File: src/include/csr_settings.svh
`ifndef CSR_SETTINGS_SVH
`define CSR_SETTINGS_SVH

// Widths
`define CSR_NUM_W        14
`define CSR_DATA_W       32
`define CSR_IRQ_W        13
`define CSR_HW_INT_W     8

// Register map
`define CSR_ADDR_CRMD    14'h0000
`define CSR_ADDR_PRMD    14'h0001
`define CSR_ADDR_ECFG    14'h0004
`define CSR_ADDR_ESTAT   14'h0005
`define CSR_ADDR_ERA     14'h0006
`define CSR_ADDR_EENTRY  14'h000c
`define CSR_ADDR_SAVE0   14'h0030
`define CSR_ADDR_TCFG    14'h0041
`define CSR_ADDR_TVAL    14'h0042
`define CSR_ADDR_TICLR   14'h0044

// Counter value for a stopped timer
`define CSR_TIMER_IDLE   32'hffff_ffff

// ESTAT.IS bit positions
`define CSR_IS_TIMER_BIT 11
`define CSR_IS_IPI_BIT   12

`endif
File: src/exc_pkg.sv
`default_nettype none

package exc_pkg;

    typedef enum logic [5:0] {
        INT  = 6'h00,
        PIL  = 6'h01,
        PIS  = 6'h02,
        PIF  = 6'h03,
        PME  = 6'h04,
        PPI  = 6'h07,
        ADE  = 6'h08,
        ALE  = 6'h09,
        SYS  = 6'h0b,
        BRK  = 6'h0c,
        INE  = 6'h0d,
        IPE  = 6'h0e,
        FPD  = 6'h0f,
        FPE  = 6'h12,
        TLBR = 6'h3f
    } ecode_e;

    typedef logic [8:0] esubcode_t;

endpackage

`default_nettype wire

File: src/csr_pkg.sv
`default_nettype none

`include "csr_settings.svh"

package csr_pkg;

    typedef logic [`CSR_DATA_W-1:0] csr_word_t;
    typedef logic [`CSR_NUM_W-1:0]  csr_num_t;
    typedef logic [`CSR_IRQ_W-1:0]  irq_vec_t;
    typedef logic [1:0]             plv_t;

    // One identifier per kept register
    typedef enum logic [4:0] {
        ID_NONE,
        ID_CRMD,
        ID_PRMD,
        ID_ECFG,
        ID_ESTAT,
        ID_ERA,
        ID_EENTRY,
        ID_SAVE0,
        ID_SAVE1,
        ID_SAVE2,
        ID_SAVE3,
        ID_TCFG,
        ID_TVAL,
        ID_TICLR
    } csr_id_e;

    // New bits where mask is set, old bits elsewhere
    function automatic csr_word_t mask_merge(
        input csr_word_t old_val,
        input csr_word_t new_val,
        input csr_word_t mask
    );
        return (mask & new_val) | (~mask & old_val);
    endfunction

endpackage

`default_nettype wire

File: src/csr_top.sv
`timescale 1ns/10ps
`default_nettype none

`include "csr_settings.svh"

module csr_top (
    input  logic                     clk,
    input  logic                     reset,
    input  csr_pkg::csr_num_t        csr_num,
    input  logic                     csr_we,
    input  csr_pkg::csr_word_t       csr_wmask,
    input  csr_pkg::csr_word_t       csr_wvalue,
    input  logic                     wb_ex,
    input  exc_pkg::ecode_e          wb_ecode,
    input  exc_pkg::esubcode_t       wb_esubcode,
    input  csr_pkg::csr_word_t       wb_pc,
    input  logic                     ertn_flush,
    input  logic [`CSR_HW_INT_W-1:0] hw_int_in,
    input  logic                     ipi_int_in,
    output csr_pkg::csr_word_t       csr_rvalue,
    output csr_pkg::csr_word_t       ex_entry,
    output logic                     has_int
);

    csr_pkg::csr_id_e   csr_id;
    logic               wr_en;
    logic               crmd_ie;
    logic               timer_hit;
    csr_pkg::csr_word_t crmd_rd;
    csr_pkg::csr_word_t prmd_rd;
    csr_pkg::csr_word_t ecfg_rd;
    csr_pkg::csr_word_t estat_rd;
    csr_pkg::csr_word_t era_rd;
    csr_pkg::csr_word_t eentry_rd;
    csr_pkg::csr_word_t save_rd [4];
    csr_pkg::csr_word_t tcfg_rd;
    csr_pkg::csr_word_t tval_rd;
    csr_pkg::irq_vec_t  is_rd;
    exc_pkg::ecode_e    ecode_rd;
    exc_pkg::esubcode_t esubcode_rd;

    // ESTAT layout: EsubCode 30:22, Ecode 21:16, IS 12:0
    assign estat_rd = {1'b0, esubcode_rd, ecode_rd, 3'b0, is_rd};

    csr_access u_access (
        .csr_num    (csr_num),
        .csr_we     (csr_we),
        .crmd_rd    (crmd_rd),
        .prmd_rd    (prmd_rd),
        .ecfg_rd    (ecfg_rd),
        .estat_rd   (estat_rd),
        .era_rd     (era_rd),
        .eentry_rd  (eentry_rd),
        .save_rd    (save_rd),
        .tcfg_rd    (tcfg_rd),
        .tval_rd    (tval_rd),
        .csr_id     (csr_id),
        .wr_en      (wr_en),
        .csr_rvalue (csr_rvalue)
    );

    exc_state_regs u_exc (
        .clk         (clk),
        .reset       (reset),
        .csr_id      (csr_id),
        .wr_en       (wr_en),
        .csr_wmask   (csr_wmask),
        .csr_wvalue  (csr_wvalue),
        .wb_ex       (wb_ex),
        .wb_ecode    (wb_ecode),
        .wb_esubcode (wb_esubcode),
        .wb_pc       (wb_pc),
        .ertn_flush  (ertn_flush),
        .crmd_ie     (crmd_ie),
        .crmd_rd     (crmd_rd),
        .prmd_rd     (prmd_rd),
        .era_rd      (era_rd),
        .eentry_rd   (eentry_rd),
        .ex_entry    (ex_entry),
        .save_rd     (save_rd),
        .ecode_rd    (ecode_rd),
        .esubcode_rd (esubcode_rd)
    );

    timer_unit u_timer (
        .clk        (clk),
        .reset      (reset),
        .csr_id     (csr_id),
        .wr_en      (wr_en),
        .csr_wmask  (csr_wmask),
        .csr_wvalue (csr_wvalue),
        .tcfg_rd    (tcfg_rd),
        .tval_rd    (tval_rd),
        .timer_hit  (timer_hit)
    );

    int_ctrl u_int (
        .clk        (clk),
        .reset      (reset),
        .csr_id     (csr_id),
        .wr_en      (wr_en),
        .csr_wmask  (csr_wmask),
        .csr_wvalue (csr_wvalue),
        .hw_int_in  (hw_int_in),
        .ipi_int_in (ipi_int_in),
        .timer_hit  (timer_hit),
        .crmd_ie    (crmd_ie),
        .ecfg_rd    (ecfg_rd),
        .is_rd      (is_rd),
        .has_int    (has_int)
    );

endmodule

`default_nettype wire

File: src/int_ctrl.sv
`timescale 1ns/10ps
`default_nettype none

`include "csr_settings.svh"

module int_ctrl (
    input  logic                      clk,
    input  logic                      reset,
    input  csr_pkg::csr_id_e          csr_id,
    input  logic                      wr_en,
    input  csr_pkg::csr_word_t        csr_wmask,
    input  csr_pkg::csr_word_t        csr_wvalue,
    input  logic [`CSR_HW_INT_W-1:0]  hw_int_in,
    input  logic                      ipi_int_in,
    input  logic                      timer_hit,
    input  logic                      crmd_ie,
    output csr_pkg::csr_word_t        ecfg_rd,
    output csr_pkg::irq_vec_t         is_rd,
    output logic                      has_int
);

    csr_pkg::irq_vec_t  lie;
    csr_pkg::irq_vec_t  is_q;
    csr_pkg::csr_word_t ecfg_wr_val;
    csr_pkg::csr_word_t estat_wr_val;
    logic               ticlr_hit;

    assign ecfg_rd      = {19'b0, lie};
    assign is_rd        = is_q;
    assign ecfg_wr_val  = csr_pkg::mask_merge(ecfg_rd, csr_wvalue, csr_wmask);
    assign estat_wr_val = csr_pkg::mask_merge({19'b0, is_q}, csr_wvalue, csr_wmask);
    assign ticlr_hit    = wr_en && csr_id == csr_pkg::ID_TICLR && csr_wmask[0] && csr_wvalue[0];

    // LIE bit 10 is reserved
    always_ff @(posedge clk) begin
        if (reset)
            lie <= '0;
        else if (wr_en && csr_id == csr_pkg::ID_ECFG)
            lie <= ecfg_wr_val[12:0] & 13'h1bff;
    end

    always_ff @(posedge clk) begin
        if (reset) begin
            is_q <= '0;
        end else begin
            if (wr_en && csr_id == csr_pkg::ID_ESTAT)
                is_q[1:0] <= estat_wr_val[1:0];
            is_q[9:2]  <= hw_int_in;
            is_q[10]   <= 1'b0;
            if (timer_hit)
                is_q[`CSR_IS_TIMER_BIT] <= 1'b1;
            else if (ticlr_hit)
                is_q[`CSR_IS_TIMER_BIT] <= 1'b0;
            is_q[`CSR_IS_IPI_BIT] <= ipi_int_in;
        end
    end

    assign has_int = (|(lie & is_q)) && crmd_ie;

endmodule

`default_nettype wire

File: src/timer_unit.sv
`timescale 1ns/10ps
`default_nettype none

`include "csr_settings.svh"

module timer_unit (
    input  logic               clk,
    input  logic               reset,
    input  csr_pkg::csr_id_e   csr_id,
    input  logic               wr_en,
    input  csr_pkg::csr_word_t csr_wmask,
    input  csr_pkg::csr_word_t csr_wvalue,
    output csr_pkg::csr_word_t tcfg_rd,
    output csr_pkg::csr_word_t tval_rd,
    output logic               timer_hit
);

    logic               tcfg_en;
    logic               tcfg_periodic;
    logic [29:0]        tcfg_initval;
    csr_pkg::csr_word_t timer_cnt;
    csr_pkg::csr_word_t tcfg_next;
    logic               tcfg_wr;

    assign tcfg_rd   = {tcfg_initval, tcfg_periodic, tcfg_en};
    assign tval_rd   = timer_cnt;
    assign timer_hit = (timer_cnt == '0);

    assign tcfg_wr   = wr_en && (csr_id == csr_pkg::ID_TCFG);
    assign tcfg_next = csr_pkg::mask_merge(tcfg_rd, csr_wvalue, csr_wmask);

    always_ff @(posedge clk) begin
        if (reset)
            tcfg_en <= 1'b0;
        else if (tcfg_wr)
            tcfg_en <= tcfg_next[0];
        if (tcfg_wr) begin
            tcfg_periodic <= tcfg_next[1];
            tcfg_initval  <= tcfg_next[31:2];
        end
    end

    // One-shot wraps from zero to idle and stops there
    always_ff @(posedge clk) begin
        if (reset) begin
            timer_cnt <= `CSR_TIMER_IDLE;
        end else if (tcfg_wr && tcfg_next[0]) begin
            timer_cnt <= {tcfg_next[31:2], 2'b0};
        end else if (tcfg_en && timer_cnt != `CSR_TIMER_IDLE) begin
            if (timer_hit && tcfg_periodic)
                timer_cnt <= {tcfg_initval, 2'b0};
            else
                timer_cnt <= timer_cnt - 32'd1;
        end
    end

endmodule

`default_nettype wire

File: src/exc_state_regs.sv
`timescale 1ns/10ps
`default_nettype none

module exc_state_regs (
    input  logic                 clk,
    input  logic                 reset,
    input  csr_pkg::csr_id_e     csr_id,
    input  logic                 wr_en,
    input  csr_pkg::csr_word_t   csr_wmask,
    input  csr_pkg::csr_word_t   csr_wvalue,
    input  logic                 wb_ex,
    input  exc_pkg::ecode_e      wb_ecode,
    input  exc_pkg::esubcode_t   wb_esubcode,
    input  csr_pkg::csr_word_t   wb_pc,
    input  logic                 ertn_flush,
    output logic                 crmd_ie,
    output csr_pkg::csr_word_t   crmd_rd,
    output csr_pkg::csr_word_t   prmd_rd,
    output csr_pkg::csr_word_t   era_rd,
    output csr_pkg::csr_word_t   eentry_rd,
    output csr_pkg::csr_word_t   ex_entry,
    output csr_pkg::csr_word_t   save_rd [4],
    output exc_pkg::ecode_e      ecode_rd,
    output exc_pkg::esubcode_t   esubcode_rd
);

    csr_pkg::plv_t      crmd_plv;
    csr_pkg::plv_t      prmd_pplv;
    logic               prmd_pie;
    csr_pkg::csr_word_t era_q;
    logic [25:0]        eentry_va;
    csr_pkg::csr_word_t save_q [4];
    csr_pkg::csr_word_t crmd_wr_val;
    csr_pkg::csr_word_t prmd_wr_val;
    csr_pkg::csr_word_t eentry_wr_val;

    assign crmd_rd   = {29'b0, crmd_ie, crmd_plv};
    assign prmd_rd   = {29'b0, prmd_pie, prmd_pplv};
    assign era_rd    = era_q;
    assign eentry_rd = {eentry_va, 6'b0};
    assign ex_entry  = eentry_rd;
    assign save_rd   = save_q;

    assign crmd_wr_val   = csr_pkg::mask_merge(crmd_rd, csr_wvalue, csr_wmask);
    assign prmd_wr_val   = csr_pkg::mask_merge(prmd_rd, csr_wvalue, csr_wmask);
    assign eentry_wr_val = csr_pkg::mask_merge(eentry_rd, csr_wvalue, csr_wmask);

    // Exception entry beats ertn, ertn beats a software write
    always_ff @(posedge clk) begin
        if (reset) begin
            crmd_plv <= '0;
            crmd_ie  <= 1'b0;
        end else if (wb_ex) begin
            crmd_plv <= '0;
            crmd_ie  <= 1'b0;
        end else if (ertn_flush) begin
            crmd_plv <= prmd_pplv;
            crmd_ie  <= prmd_pie;
        end else if (wr_en && csr_id == csr_pkg::ID_CRMD) begin
            crmd_plv <= crmd_wr_val[1:0];
            crmd_ie  <= crmd_wr_val[2];
        end
    end

    always_ff @(posedge clk) begin
        if (reset) begin
            prmd_pplv   <= '0;
            prmd_pie    <= 1'b0;
            era_q       <= '0;
            ecode_rd    <= exc_pkg::INT;
            esubcode_rd <= '0;
        end else if (wb_ex) begin
            prmd_pplv   <= crmd_plv;
            prmd_pie    <= crmd_ie;
            era_q       <= wb_pc;
            ecode_rd    <= wb_ecode;
            esubcode_rd <= wb_esubcode;
        end else if (wr_en) begin
            if (csr_id == csr_pkg::ID_PRMD) begin
                prmd_pplv <= prmd_wr_val[1:0];
                prmd_pie  <= prmd_wr_val[2];
            end
            if (csr_id == csr_pkg::ID_ERA)
                era_q <= csr_pkg::mask_merge(era_q, csr_wvalue, csr_wmask);
        end
    end

    // Entry address is 64-byte aligned
    always_ff @(posedge clk) begin
        if (reset) begin
            eentry_va <= '0;
        end else if (wr_en && csr_id == csr_pkg::ID_EENTRY) begin
            eentry_va <= eentry_wr_val[31:6];
        end
    end

    always_ff @(posedge clk) begin
        for (int i = 0; i < 4; i++) begin
            if (reset) begin
                save_q[i] <= '0;
            end else if (wr_en && csr_id == csr_pkg::csr_id_e'(int'(csr_pkg::ID_SAVE0) + i)) begin
                save_q[i] <= csr_pkg::mask_merge(save_q[i], csr_wvalue, csr_wmask);
            end
        end
    end

endmodule

`default_nettype wire

File: src/csr_access.sv
`timescale 1ns/10ps
`default_nettype none

`include "csr_settings.svh"

module csr_access (
    input  csr_pkg::csr_num_t  csr_num,
    input  logic               csr_we,
    input  csr_pkg::csr_word_t crmd_rd,
    input  csr_pkg::csr_word_t prmd_rd,
    input  csr_pkg::csr_word_t ecfg_rd,
    input  csr_pkg::csr_word_t estat_rd,
    input  csr_pkg::csr_word_t era_rd,
    input  csr_pkg::csr_word_t eentry_rd,
    input  csr_pkg::csr_word_t save_rd [4],
    input  csr_pkg::csr_word_t tcfg_rd,
    input  csr_pkg::csr_word_t tval_rd,
    output csr_pkg::csr_id_e   csr_id,
    output logic               wr_en,
    output csr_pkg::csr_word_t csr_rvalue
);

    // Single address decode shared by all register blocks
    always_comb begin
        case (csr_num)
            `CSR_ADDR_CRMD:          csr_id = csr_pkg::ID_CRMD;
            `CSR_ADDR_PRMD:          csr_id = csr_pkg::ID_PRMD;
            `CSR_ADDR_ECFG:          csr_id = csr_pkg::ID_ECFG;
            `CSR_ADDR_ESTAT:         csr_id = csr_pkg::ID_ESTAT;
            `CSR_ADDR_ERA:           csr_id = csr_pkg::ID_ERA;
            `CSR_ADDR_EENTRY:        csr_id = csr_pkg::ID_EENTRY;
            `CSR_ADDR_SAVE0:         csr_id = csr_pkg::ID_SAVE0;
            `CSR_ADDR_SAVE0 + 14'd1: csr_id = csr_pkg::ID_SAVE1;
            `CSR_ADDR_SAVE0 + 14'd2: csr_id = csr_pkg::ID_SAVE2;
            `CSR_ADDR_SAVE0 + 14'd3: csr_id = csr_pkg::ID_SAVE3;
            `CSR_ADDR_TCFG:          csr_id = csr_pkg::ID_TCFG;
            `CSR_ADDR_TVAL:          csr_id = csr_pkg::ID_TVAL;
            `CSR_ADDR_TICLR:         csr_id = csr_pkg::ID_TICLR;
            default:                 csr_id = csr_pkg::ID_NONE;
        endcase
    end

    assign wr_en = csr_we && (csr_id != csr_pkg::ID_NONE);

    always_comb begin
        case (csr_id)
            csr_pkg::ID_CRMD:   csr_rvalue = crmd_rd;
            csr_pkg::ID_PRMD:   csr_rvalue = prmd_rd;
            csr_pkg::ID_ECFG:   csr_rvalue = ecfg_rd;
            csr_pkg::ID_ESTAT:  csr_rvalue = estat_rd;
            csr_pkg::ID_ERA:    csr_rvalue = era_rd;
            csr_pkg::ID_EENTRY: csr_rvalue = eentry_rd;
            csr_pkg::ID_SAVE0:  csr_rvalue = save_rd[0];
            csr_pkg::ID_SAVE1:  csr_rvalue = save_rd[1];
            csr_pkg::ID_SAVE2:  csr_rvalue = save_rd[2];
            csr_pkg::ID_SAVE3:  csr_rvalue = save_rd[3];
            csr_pkg::ID_TCFG:   csr_rvalue = tcfg_rd;
            csr_pkg::ID_TVAL:   csr_rvalue = tval_rd;
            // TICLR is write-only, unknown addresses read zero
            default:            csr_rvalue = '0;
        endcase
    end

endmodule

`default_nettype wire

File: config.mk
export PLATFORM = sky130hd
export DESIGN_NAME = csr_top
export DESIGN_NICKNAME = d
export VERILOG_FILES = /design/src/exc_pkg.sv /design/src/csr_pkg.sv /design/src/csr_top.sv /design/src/int_ctrl.sv /design/src/timer_unit.sv /design/src/exc_state_regs.sv /design/src/csr_access.sv
export VERILOG_INCLUDE_DIRS = /design/src /design/src/include
export SDC_FILE = /design/constraint.sdc
export NUM_CORES = 1
export LEC_CHECK = 0
export BUFFER_PORTS_ARGS = -buffer_cell sky130_fd_sc_hd__clkbuf_2
export CAP_MARGIN = 20
export CELL_PAD_IN_SITES_DETAIL_PLACEMENT = 1
export CELL_PAD_IN_SITES_GLOBAL_PLACEMENT = 1
export CORE_MARGIN = 3
export CORE_UTILIZATION = 40
export CTS_BUF_LIST = sky130_fd_sc_hd__clkbuf_4
export DETAILED_ROUTE_END_ITERATION = 8
export PLACE_DENSITY = 0.78
export SYNTH_ARGS = -nofsm -noshare
export SYNTH_HDL_FRONTEND = slang
export SYNTH_SLANG_ARGS = --single-unit
File: constraint.sdc
create_clock -name clk -period 7.8 [get_ports clk]
set_input_delay 0.39 -clock clk [delete_from_list [all_inputs] [get_ports clk]]
set_output_delay 0.39 -clock clk [all_outputs]
set_load 0.005 [all_outputs]
==> results of run 1 <==
stage by stage:
| step | cells | hold WS (ns) | utilization (%) | power (W) | area, um^2 |
|---|---|---|---|---|---|
| after floorplan | 1914 | 0.428 | - | 0.00171 | 16100 |
| after global placement | 2461 | 0.434 | 44.2 | 0.00180 | 17300 |
| after detailed placement | 2461 | 0.446 | 44.2 | 0.00180 | 17300 |
| after CTS | 2774 | 0.00420 | 51.2 | 0.00336 | 20100 |
| after global routing | 2777 | 0.0201 | 51.2 | 0.00347 | 20100 |
| final | 2777 | 0.0593 | 51.2 | 0.00335 | 20100 |
power by group through the flow:
stage               logic (W)  registers [W]  clock network (W)
floorplan            0.000120        0.00159                  0
global placement     0.000197        0.00160                  0
detailed placement   0.000203        0.00160                  0
CTS                  0.000261        0.00157            0.00153
global route         0.000289        0.00157            0.00161
finish               0.000271        0.00157            0.00151
worst register-to-register path, cell delays in order, from the launching register on:
cell and delay [ns]:
sky130_fd_sc_hd__dfxtp_1 0.42, sky130_fd_sc_hd__nor4_1 0.72, sky130_fd_sc_hd__nand4_1 0.42, sky130_fd_sc_hd__or4_1 1.04, sky130_fd_sc_hd__buf_4 0.38, sky130_fd_sc_hd__o21ai_0 0.10, sky130_fd_sc_hd__a21oi_1 0.09, sky130_fd_sc_hd__a211oi_1 0.29
sky130_fd_sc_hd__a211o_1 0.14
layout make-up:
cell class                      instances  area (um^2)
Inverter                               19         71.3
Sequential cell                       295         6220
Fill cell                            4616        19100
Multi-Input combinational cell       1397         9140
Clock buffer                          130          976
Clock inverter                         17         93.8
Tap cell                              518          648
Timing Repair Buffer                  398         2930
Antenna cell                            3         7.51
kinds of logic (layout without fill, tap and decap cells):
group | after synthesis | count (layout) | synth area share [%]
other | 1 | 9 | 0.0233
DFF | 295 | 295 | 38.6
AOI/OAI and AO/OA | 557 | 557 | 23.3
buffers and inverters | 222 | 564 | 5.61
xor gates and xnor gates | 4 | 4 | 0.218
and+or+nand+nor | 663 | 663 | 20.7
adders and majority gates | 3 | 3 | 0.233
muxes | 164 | 164 | 11.3
cells in the mapped netlist, types with 7 or more instances:
| cell | count |
|---|---|
| sky130_fd_sc_hd__o211ai_1 | 11 |
| sky130_fd_sc_hd__or3_1 | 11 |
| sky130_fd_sc_hd__nand4_1 | 101 |
| sky130_fd_sc_hd__a21bo_2 | 28 |
| sky130_fd_sc_hd__a21oi_1 | 164 |
| sky130_fd_sc_hd__buf_4 | 10 |
| sky130_fd_sc_hd__mux4_2 | 9 |
| sky130_fd_sc_hd__nand3_1 | 149 |
| sky130_fd_sc_hd__o221ai_1 | 7 |
| sky130_fd_sc_hd__dfxtp_1 | 264 |
| sky130_fd_sc_hd__o31a_1 | 8 |
| sky130_fd_sc_hd__mux2i_1 | 102 |
| sky130_fd_sc_hd__buf_2 | 20 |
| sky130_fd_sc_hd__a311oi_1 | 29 |
| sky130_fd_sc_hd__buf_1 | 13 |
| sky130_fd_sc_hd__a211oi_1 | 20 |
| sky130_fd_sc_hd__o22ai_1 | 7 |
| sky130_fd_sc_hd__a22oi_1 | 34 |
| sky130_fd_sc_hd__a221oi_1 | 9 |
| sky130_fd_sc_hd__nand2_1 | 161 |
| sky130_fd_sc_hd__o21ai_0 | 134 |
| sky130_fd_sc_hd__a211o_1 | 24 |
| sky130_fd_sc_hd__nor3_1 | 28 |
| sky130_fd_sc_hd__o2bb2ai_1 | 11 |
| sky130_fd_sc_hd__inv_1 | 19 |
| sky130_fd_sc_hd__mux2_2 | 53 |
| sky130_fd_sc_hd__clkbuf_1 | 159 |
| sky130_fd_sc_hd__nor2_1 | 124 |
| sky130_fd_sc_hd__edfxtp_1 | 31 |
| sky130_fd_sc_hd__nor2b_1 | 9 |
| sky130_fd_sc_hd__or4_1 | 10 |
| sky130_fd_sc_hd__a222oi_1 | 19 |
| sky130_fd_sc_hd__nor4_1 | 31 |
worst min-delay path by stage:
stage | slack [ns] | cells past startpoint | start | endpoint
detailed placement | 0.45 | 2 | register | register
global route | 0.02 | 3 | wb_pc[6] | register
CTS | 0.004 | 3 | csr_wmask[21] | register
global placement | 0.43 | 2 | register | register
finish | 0.06 | 3 | csr_wmask[1] | register
floorplan | 0.43 | 2 | register | register
repair_timing:
action                     4_1_cts  5_1_grt
buffers inserted                 0        0
hold endpoints to repair       228        0
hold buffers                   166        0
gates resized for setup          0        0
setup endpoints to repair        0        0
layer usage:
layer / global-route usage, % / up-vias
met5: 0 / -
met2: 55.2 / 982
li1: - / 7841
met1: 40.4 / 8945
met3: 7.28 / 260
met4: 19.1 / 2
==> reports/qor.yml, run 1 <==
worst_setup_path:
  cp_num_buf_inv: 3
  critical_path_required_ns: 7.41
  critical_path.endpoint: "csr_rvalue[18]"
  critical_path.top_delay_family: "simple AND/OR/NAND/NOR gates"
  cp-end-kind: "output pin"
  worstPathCellList: "clkbuf_2 > nor4_1 > nand2_1 > a2111o_1 > nand2_2 > buf_4 > mux2_2 > a222oi_1 > o221ai_1 > clkbuf_2"
  r2r_setup_slack_ns: 4.11
  timing.critical_path.fanout_max: 25
  critPathLaunch: "csr_num[9]"
  path_depth: 10
  worst_r2r_startpoint: "u_timer.tval_rd[14]"
  crit_top_cell: "sky130_fd_sc_hd__clkbuf_2"
  crit_slowest_cell: "sky130_fd_sc_hd__a2111o_1"
  largest_stage_delay_on_the_critical_path_ns: 0.78
  cp-start-kind: "primary input"
  crit_type: "in2out"
  worstPathArrival_ns: 4.36
  worst_r2r_path_cells: 8
  rr_endpoint: "u_timer.tval_rd[20]"
pwr:
  power.share.clock_pct: 45.1
  powerDensity_nw_per_um2: 167
  switching_power_w: 0.000899
  leakage_nw: 7.28
  seqPwrFrac_pct: 46.8
  power.combinational.fraction_pct: 8.1
  sw_frac_of_total_pct: 26.8
  irDropWorstVdd_v: 0.0000920
  internal_power_w: 0.00245
floorplan:
  width_of_the_die_um: 207
  coreArea_um2: 39200
  start_util_pct: 41.1
  die_area_um2: 42700
  num_io_pins: 204
  standard_cell_row_count: 72
  die_y_um: 207
yosys:
  synth_ff_type: "sky130_fd_sc_hd__dfxtp_1"
  yosys_warnings: 0
  syn-cell-area_um2: 16100
  library_cell_occupying_the_most_area_in_the_post_synthesis_netlist: "sky130_fd_sc_hd__dfxtp_1"
  share_of_synthesized_flip_flops_with_an_asynchronous_set_or_reset_pct: 0
  synth_cell_type_count: 79
  ys_seq_elements: 295
  cell_types_with_the_largest_area_share_after_synthesis: "sky130_fd_sc_hd__dfxtp_1 33%, sky130_fd_sc_hd__mux2i_1 6.3%, sky130_fd_sc_hd__edfxtp_1 5.8%, sky130_fd_sc_hd__a21oi_1 5.1%, sky130_fd_sc_hd__nand3_1 4.6%"
  synth.avg_cell_area_um2: 8.44
  synth_edf_count: 31
  synth.yosys.seq_area_share_pct: 38.6
  synth_top_cell_area_share_pct: 32.8
  post_synth_inst_count: 1909
routing:
  via_count: 18030
  detailedRoute.firstIterationViolations: 1869
  vias_per_cell: 6.49
  drt_pre_antenna_iters: 6
  post_route_met1_wirelength_um: 28300
  route.antenna.remaining_nets: 0
  route.met3.wl_um: 6050
  wl_met2_um: 34300
  drc: 0
  route.detailed.wl_per_inst_um: 26.2
  totalWireLength_um: 72700
  top_layer_used: "met5"
clock_tree:
  cts_tree: "done"
  cts_sink_cnt: 295
  tritoncts.num_buffers: 85
  cts.htree.levels: 3
  clock_tree.root_cell: "sky130_fd_sc_hd__clkbuf_4"
  source_to_sink_clock_delay_at_the_later_pin_of_the_worst_skew_pair_ns: 0.83
  worst_setup_hold_path_clk_slew_ns: 0.07
  clock_path_buffers: 3
timing:
  worst_slack_ns: 3.05
  total_count_of_hold_check_failures_in_the_final_report: 0
  worst_slew_pin_slew_ns: 1.11
  clock-skew-final_ns: 0.0701
  worst_slew_margin_rel_pct: 25.5
  fin_setup_tns_ns: 0
  rsz_0062_raised_after_global_routing: "no"
  maxClockFrequency_ghz: 0.210
  slew_viol_final: 0
  period_share_pct: 61.0
  setup_violating_endpoint_count_in_the_final_report: 0
  period_minus_slack_ns: 4.75
global_route:
  initial_antenna_violation_count: 3
  grt_max_degree: 130
  grt_util_all_layers_pct: 33.4
  grt-ovfl-total: 0
  grt_first_pass_wirelength_um: 110000
  first_global_vias: 18859
place:
  worst_setup_timing_slack_at_the_placement_stage_ns: 3.21
  gpl.final_weighted_congestion: 0.871
  dp.final_hpwl_um: 43800
  io_buffer_count: 197
layout:
  final_nets: 2338
  post_route_cells_drive_above_1_share_pct: 21.7
  mostFrequentLayoutCells: "264 x sky130_fd_sc_hd__dfxtp_1, 196 x sky130_fd_sc_hd__clkbuf_2, 166 x sky130_fd_sc_hd__dlygate4sd3_1"
  mostFrequentLayoutCell: "sky130_fd_sc_hd__dfxtp_1"
  synthToLayoutAreaGrowth_pct: 24.7
run_status:
  outcome: "completed"
hold_path:
  hold_crit_path_type: "in2reg"
job:
  drv.max_cap_violation_count: 0
Power figures use the tool's default switching activity.
==> inputs of run 2 (changes only) <==
==> constraint.sdc (replaced) <==
create_clock -name clk -period 4.75 [get_ports clk]
set_input_delay 0.2375 -clock clk [delete_from_list [all_inputs] [get_ports clk]]
set_output_delay 0.2375 -clock clk [all_outputs]
set_load 0.005 [all_outputs]
==> run 2 against run 1 <==
- critical path depth is the same
- first-iteration DRC count grew 4.7%
- global-route usage grew 0.99 points
- combinational power grew 68%
- non-clock buffer count grew 67
- clock power grew 63%
- hold slack gained 0.14 ns
- critical endpoint unchanged
- largest cell class unchanged
- highest routed layer is now met4
==> reports/qor.yml, run 2 (synthesized netlist as in run 1, its figures left out) <==
global_route:
  grt-ovfl-total: 0  # unchanged
  initial_antenna_violation_count: 3  # unchanged
  grt_util_all_layers_pct: 34.4  # +0.99 points
  first_global_vias: 18991  # +0.70%
  grt_max_degree: 134  # +3.1%
  grt_first_pass_wirelength_um: 113000  # +2.6%
pwr:
  p_total_w: 0.00549  # +64%
  switching_power_w: 0.00150  # +67%
  sw_frac_of_total_pct: 27.3  # +0.49 points
  power.share.clock_pct: 44.8  # -0.3 points
  internal_power_w: 0.00399  # +63%
  irDropWorstVdd_v: 0.000188  # +100%
  leakage_nw: 7.66  # +5.3%
  powerDensity_nw_per_um2: 266  # +59%
  seqPwrFrac_pct: 46.9  # about the same
  power.combinational.fraction_pct: 8.3  # +0.2 points
timing:
  worst_slew_margin_rel_pct: 24.7  # -0.84 points
  worst_slew_pin_slew_ns: 1.13  # +0.0166 ns
  worst_slack_ns: 0.748  # -2.30 ns
  holdWs_ns: 0.202  # +0.143 ns
  rsz_0062_raised_after_global_routing: "no"
  fin_setup_tns_ns: 0  # unchanged
  period_minus_slack_ns: 4.00
  total_count_of_hold_check_failures_in_the_final_report: 0  # unchanged
  setup_violating_endpoint_count_in_the_final_report: 0  # unchanged
  clock-skew-final_ns: 0.0425  # -0.0276 ns
  maxClockFrequency_ghz: 0.250
  slew_viol_final: 0  # unchanged
  period_share_pct: 84.3
clock_tree:
  cts_tree: "done"
  source_to_sink_clock_delay_at_the_later_pin_of_the_worst_skew_pair_ns: 0.79  # -0.04 ns
  tritoncts.num_buffers: 84  # -1.2%
  clock_tree.root_cell: "sky130_fd_sc_hd__clkbuf_4"
  cts.htree.levels: 3  # unchanged
  cts_sink_cnt: 295  # unchanged
  clock_path_buffers: 3  # unchanged
  cts_setup_buffers: 0  # unchanged
  worst_setup_hold_path_clk_slew_ns: 0.07  # about the same
routing:
  route.detailed.wl_per_inst_um: 26.3  # +0.54%
  drt_pre_antenna_iters: 8  # +2
  via_count: 18360  # +1.8%
  totalWireLength_um: 75000  # +3.1%
  vias_per_cell: 6.45  # -0.71%
  detailedRoute.firstIterationViolations: 1956  # +4.7%
  drc: 0  # unchanged
  route.antenna.remaining_nets: 0  # unchanged
place:
  io_buffer_count: 197  # unchanged
  dp.final_hpwl_um: 46000  # +4.9%
  gpl.final_weighted_congestion: 0.890  # +2.2%
  worst_setup_timing_slack_at_the_placement_stage_ns: 0.863  # -2.34 ns
floorplan:
  start_util_pct: 41.1  # unchanged
  width_of_the_die_um: 207  # unchanged
  coreArea_um2: 39200  # unchanged
  die_area_um2: 42700  # unchanged
  standard_cell_row_count: 72  # unchanged
  num_io_pins: 204  # unchanged
  die_y_um: 207  # unchanged
layout:
  mostFrequentLayoutCell: "sky130_fd_sc_hd__dfxtp_1"
  post_route_cells_drive_above_1_share_pct: 22.3  # +0.58 points
  final_nets: 2404  # +2.8%
  postLayoutCoreUtil_pct: 52.7  # +1.5 points
  num-fill-cells: 4712  # +2.1%
  mostFrequentLayoutCells: "264 x sky130_fd_sc_hd__dfxtp_1, 208 x sky130_fd_sc_hd__dlygate4sd3_1, 196 x sky130_fd_sc_hd__clkbuf_2"
  synthToLayoutAreaGrowth_pct: 28.3
worst_setup_path:
  timing.critical_path.fanout_max: 17  # -32%
  crit_type: "in2out"
  worst_r2r_startpoint: "u_timer.tval_rd[6]"
  worstPathArrival_ns: 3.76  # -0.60 ns
  critical_path_required_ns: 4.51  # -2.90 ns
  critPathLaunch: "csr_num[9]"
  cp-start-kind: "primary input"
  cp-end-kind: "output pin"
hold_path:
  worstHoldStart: "reset"
  hold_crit_path_type: "in2reg"
job:
  drv.max_cap_violation_count: 0  # unchanged
run_status:
  outcome: "completed"
## run 2: changes by cell type in the layout (fill, tap and decap cells not counted), moves of 2 or more
cell	before	now
sky130_fd_sc_hd__buf_4	34	59
sky130_fd_sc_hd__clkinv_1	15	13
sky130_fd_sc_hd__clkinv_2	0	3
sky130_fd_sc_hd__dlygate4sd3_1	166	208
sky130_fd_sc_hd__inv_2	1	5
## run 2: worst paths after layout
path / slack [ns] / depth (start not counted) / endpoint
max reg2reg: 1.46 / 7 / u_timer.tval_rd[6]
max: 0.75 / 10 / csr_rvalue[18]
min reg2reg: 0.45 / 2 / register
min: 0.20 / 2 / register
## run 2: final cells by class
| cell class | count | area [um^2] | area share, % |
|---|---|---|---|
| Multi-Input combinational cell | 1397 | 9130 | 44.1 |
| Sequential cell | 295 | 6220 | 30.1 |
| Timing Repair Buffer | 465 | 3540 | 17.1 |
| Clock buffer | 130 | 976 | 4.72 |
| Tap cell | 518 | 648 | 3.14 |
| Clock inverter | 21 | 86.3 | 0.418 |
| Inverter | 19 | 71.3 | 0.345 |
| Antenna cell | 3 | 7.51 | 0.0363 |
## run 2: metrics by stage
stage | instances | area [um^2]
3_3_place_gp | 2486 | 17500
5_1_grt | 2848 | 20700
3_5_place_dp | 2486 | 17500
4_1_cts | 2845 | 20700
6_report | 2848 | 20700
2_1_floorplan | 1914 | 16100
## run 2: power groups by stage
stage	Sequential [W]	Combinational (W)	Clock, W
floorplan	0.00261	0.000196	0
global placement	0.00263	0.000324	0
detailed placement	0.00263	0.000334	0
CTS	0.00257	0.000438	0.00247
global route	0.00257	0.000484	0.00261
finish	0.00257	0.000455	0.00246
## run 2: worst max-delay path, stage by stage
cell                       delay [ns]
sky130_fd_sc_hd__clkbuf_2        0.08
sky130_fd_sc_hd__nor4_1          0.61
sky130_fd_sc_hd__nand2_1         0.42
sky130_fd_sc_hd__a2111o_1        0.57
sky130_fd_sc_hd__nand2_2         0.33
sky130_fd_sc_hd__buf_4           0.35
sky130_fd_sc_hd__mux2_2          0.38
sky130_fd_sc_hd__a222oi_1        0.37
sky130_fd_sc_hd__o221ai_1        0.24
sky130_fd_sc_hd__clkbuf_2        0.16
## run 2: per-layer routing
metal	vias up	GRT usage (%)	routed length, um
li1	7983	-	-
met1	9055	41.5	28500
met2	1052	57.4	35700
met3	270	7.65	6600
met4	0	18.5	4170
met5	-	0	0
## run 2: repair_timing
action / CTS / global route
resized for setup: 0 / 0
endpoints found under the hold margin: 281 / 0
hold buffers: 208 / 0
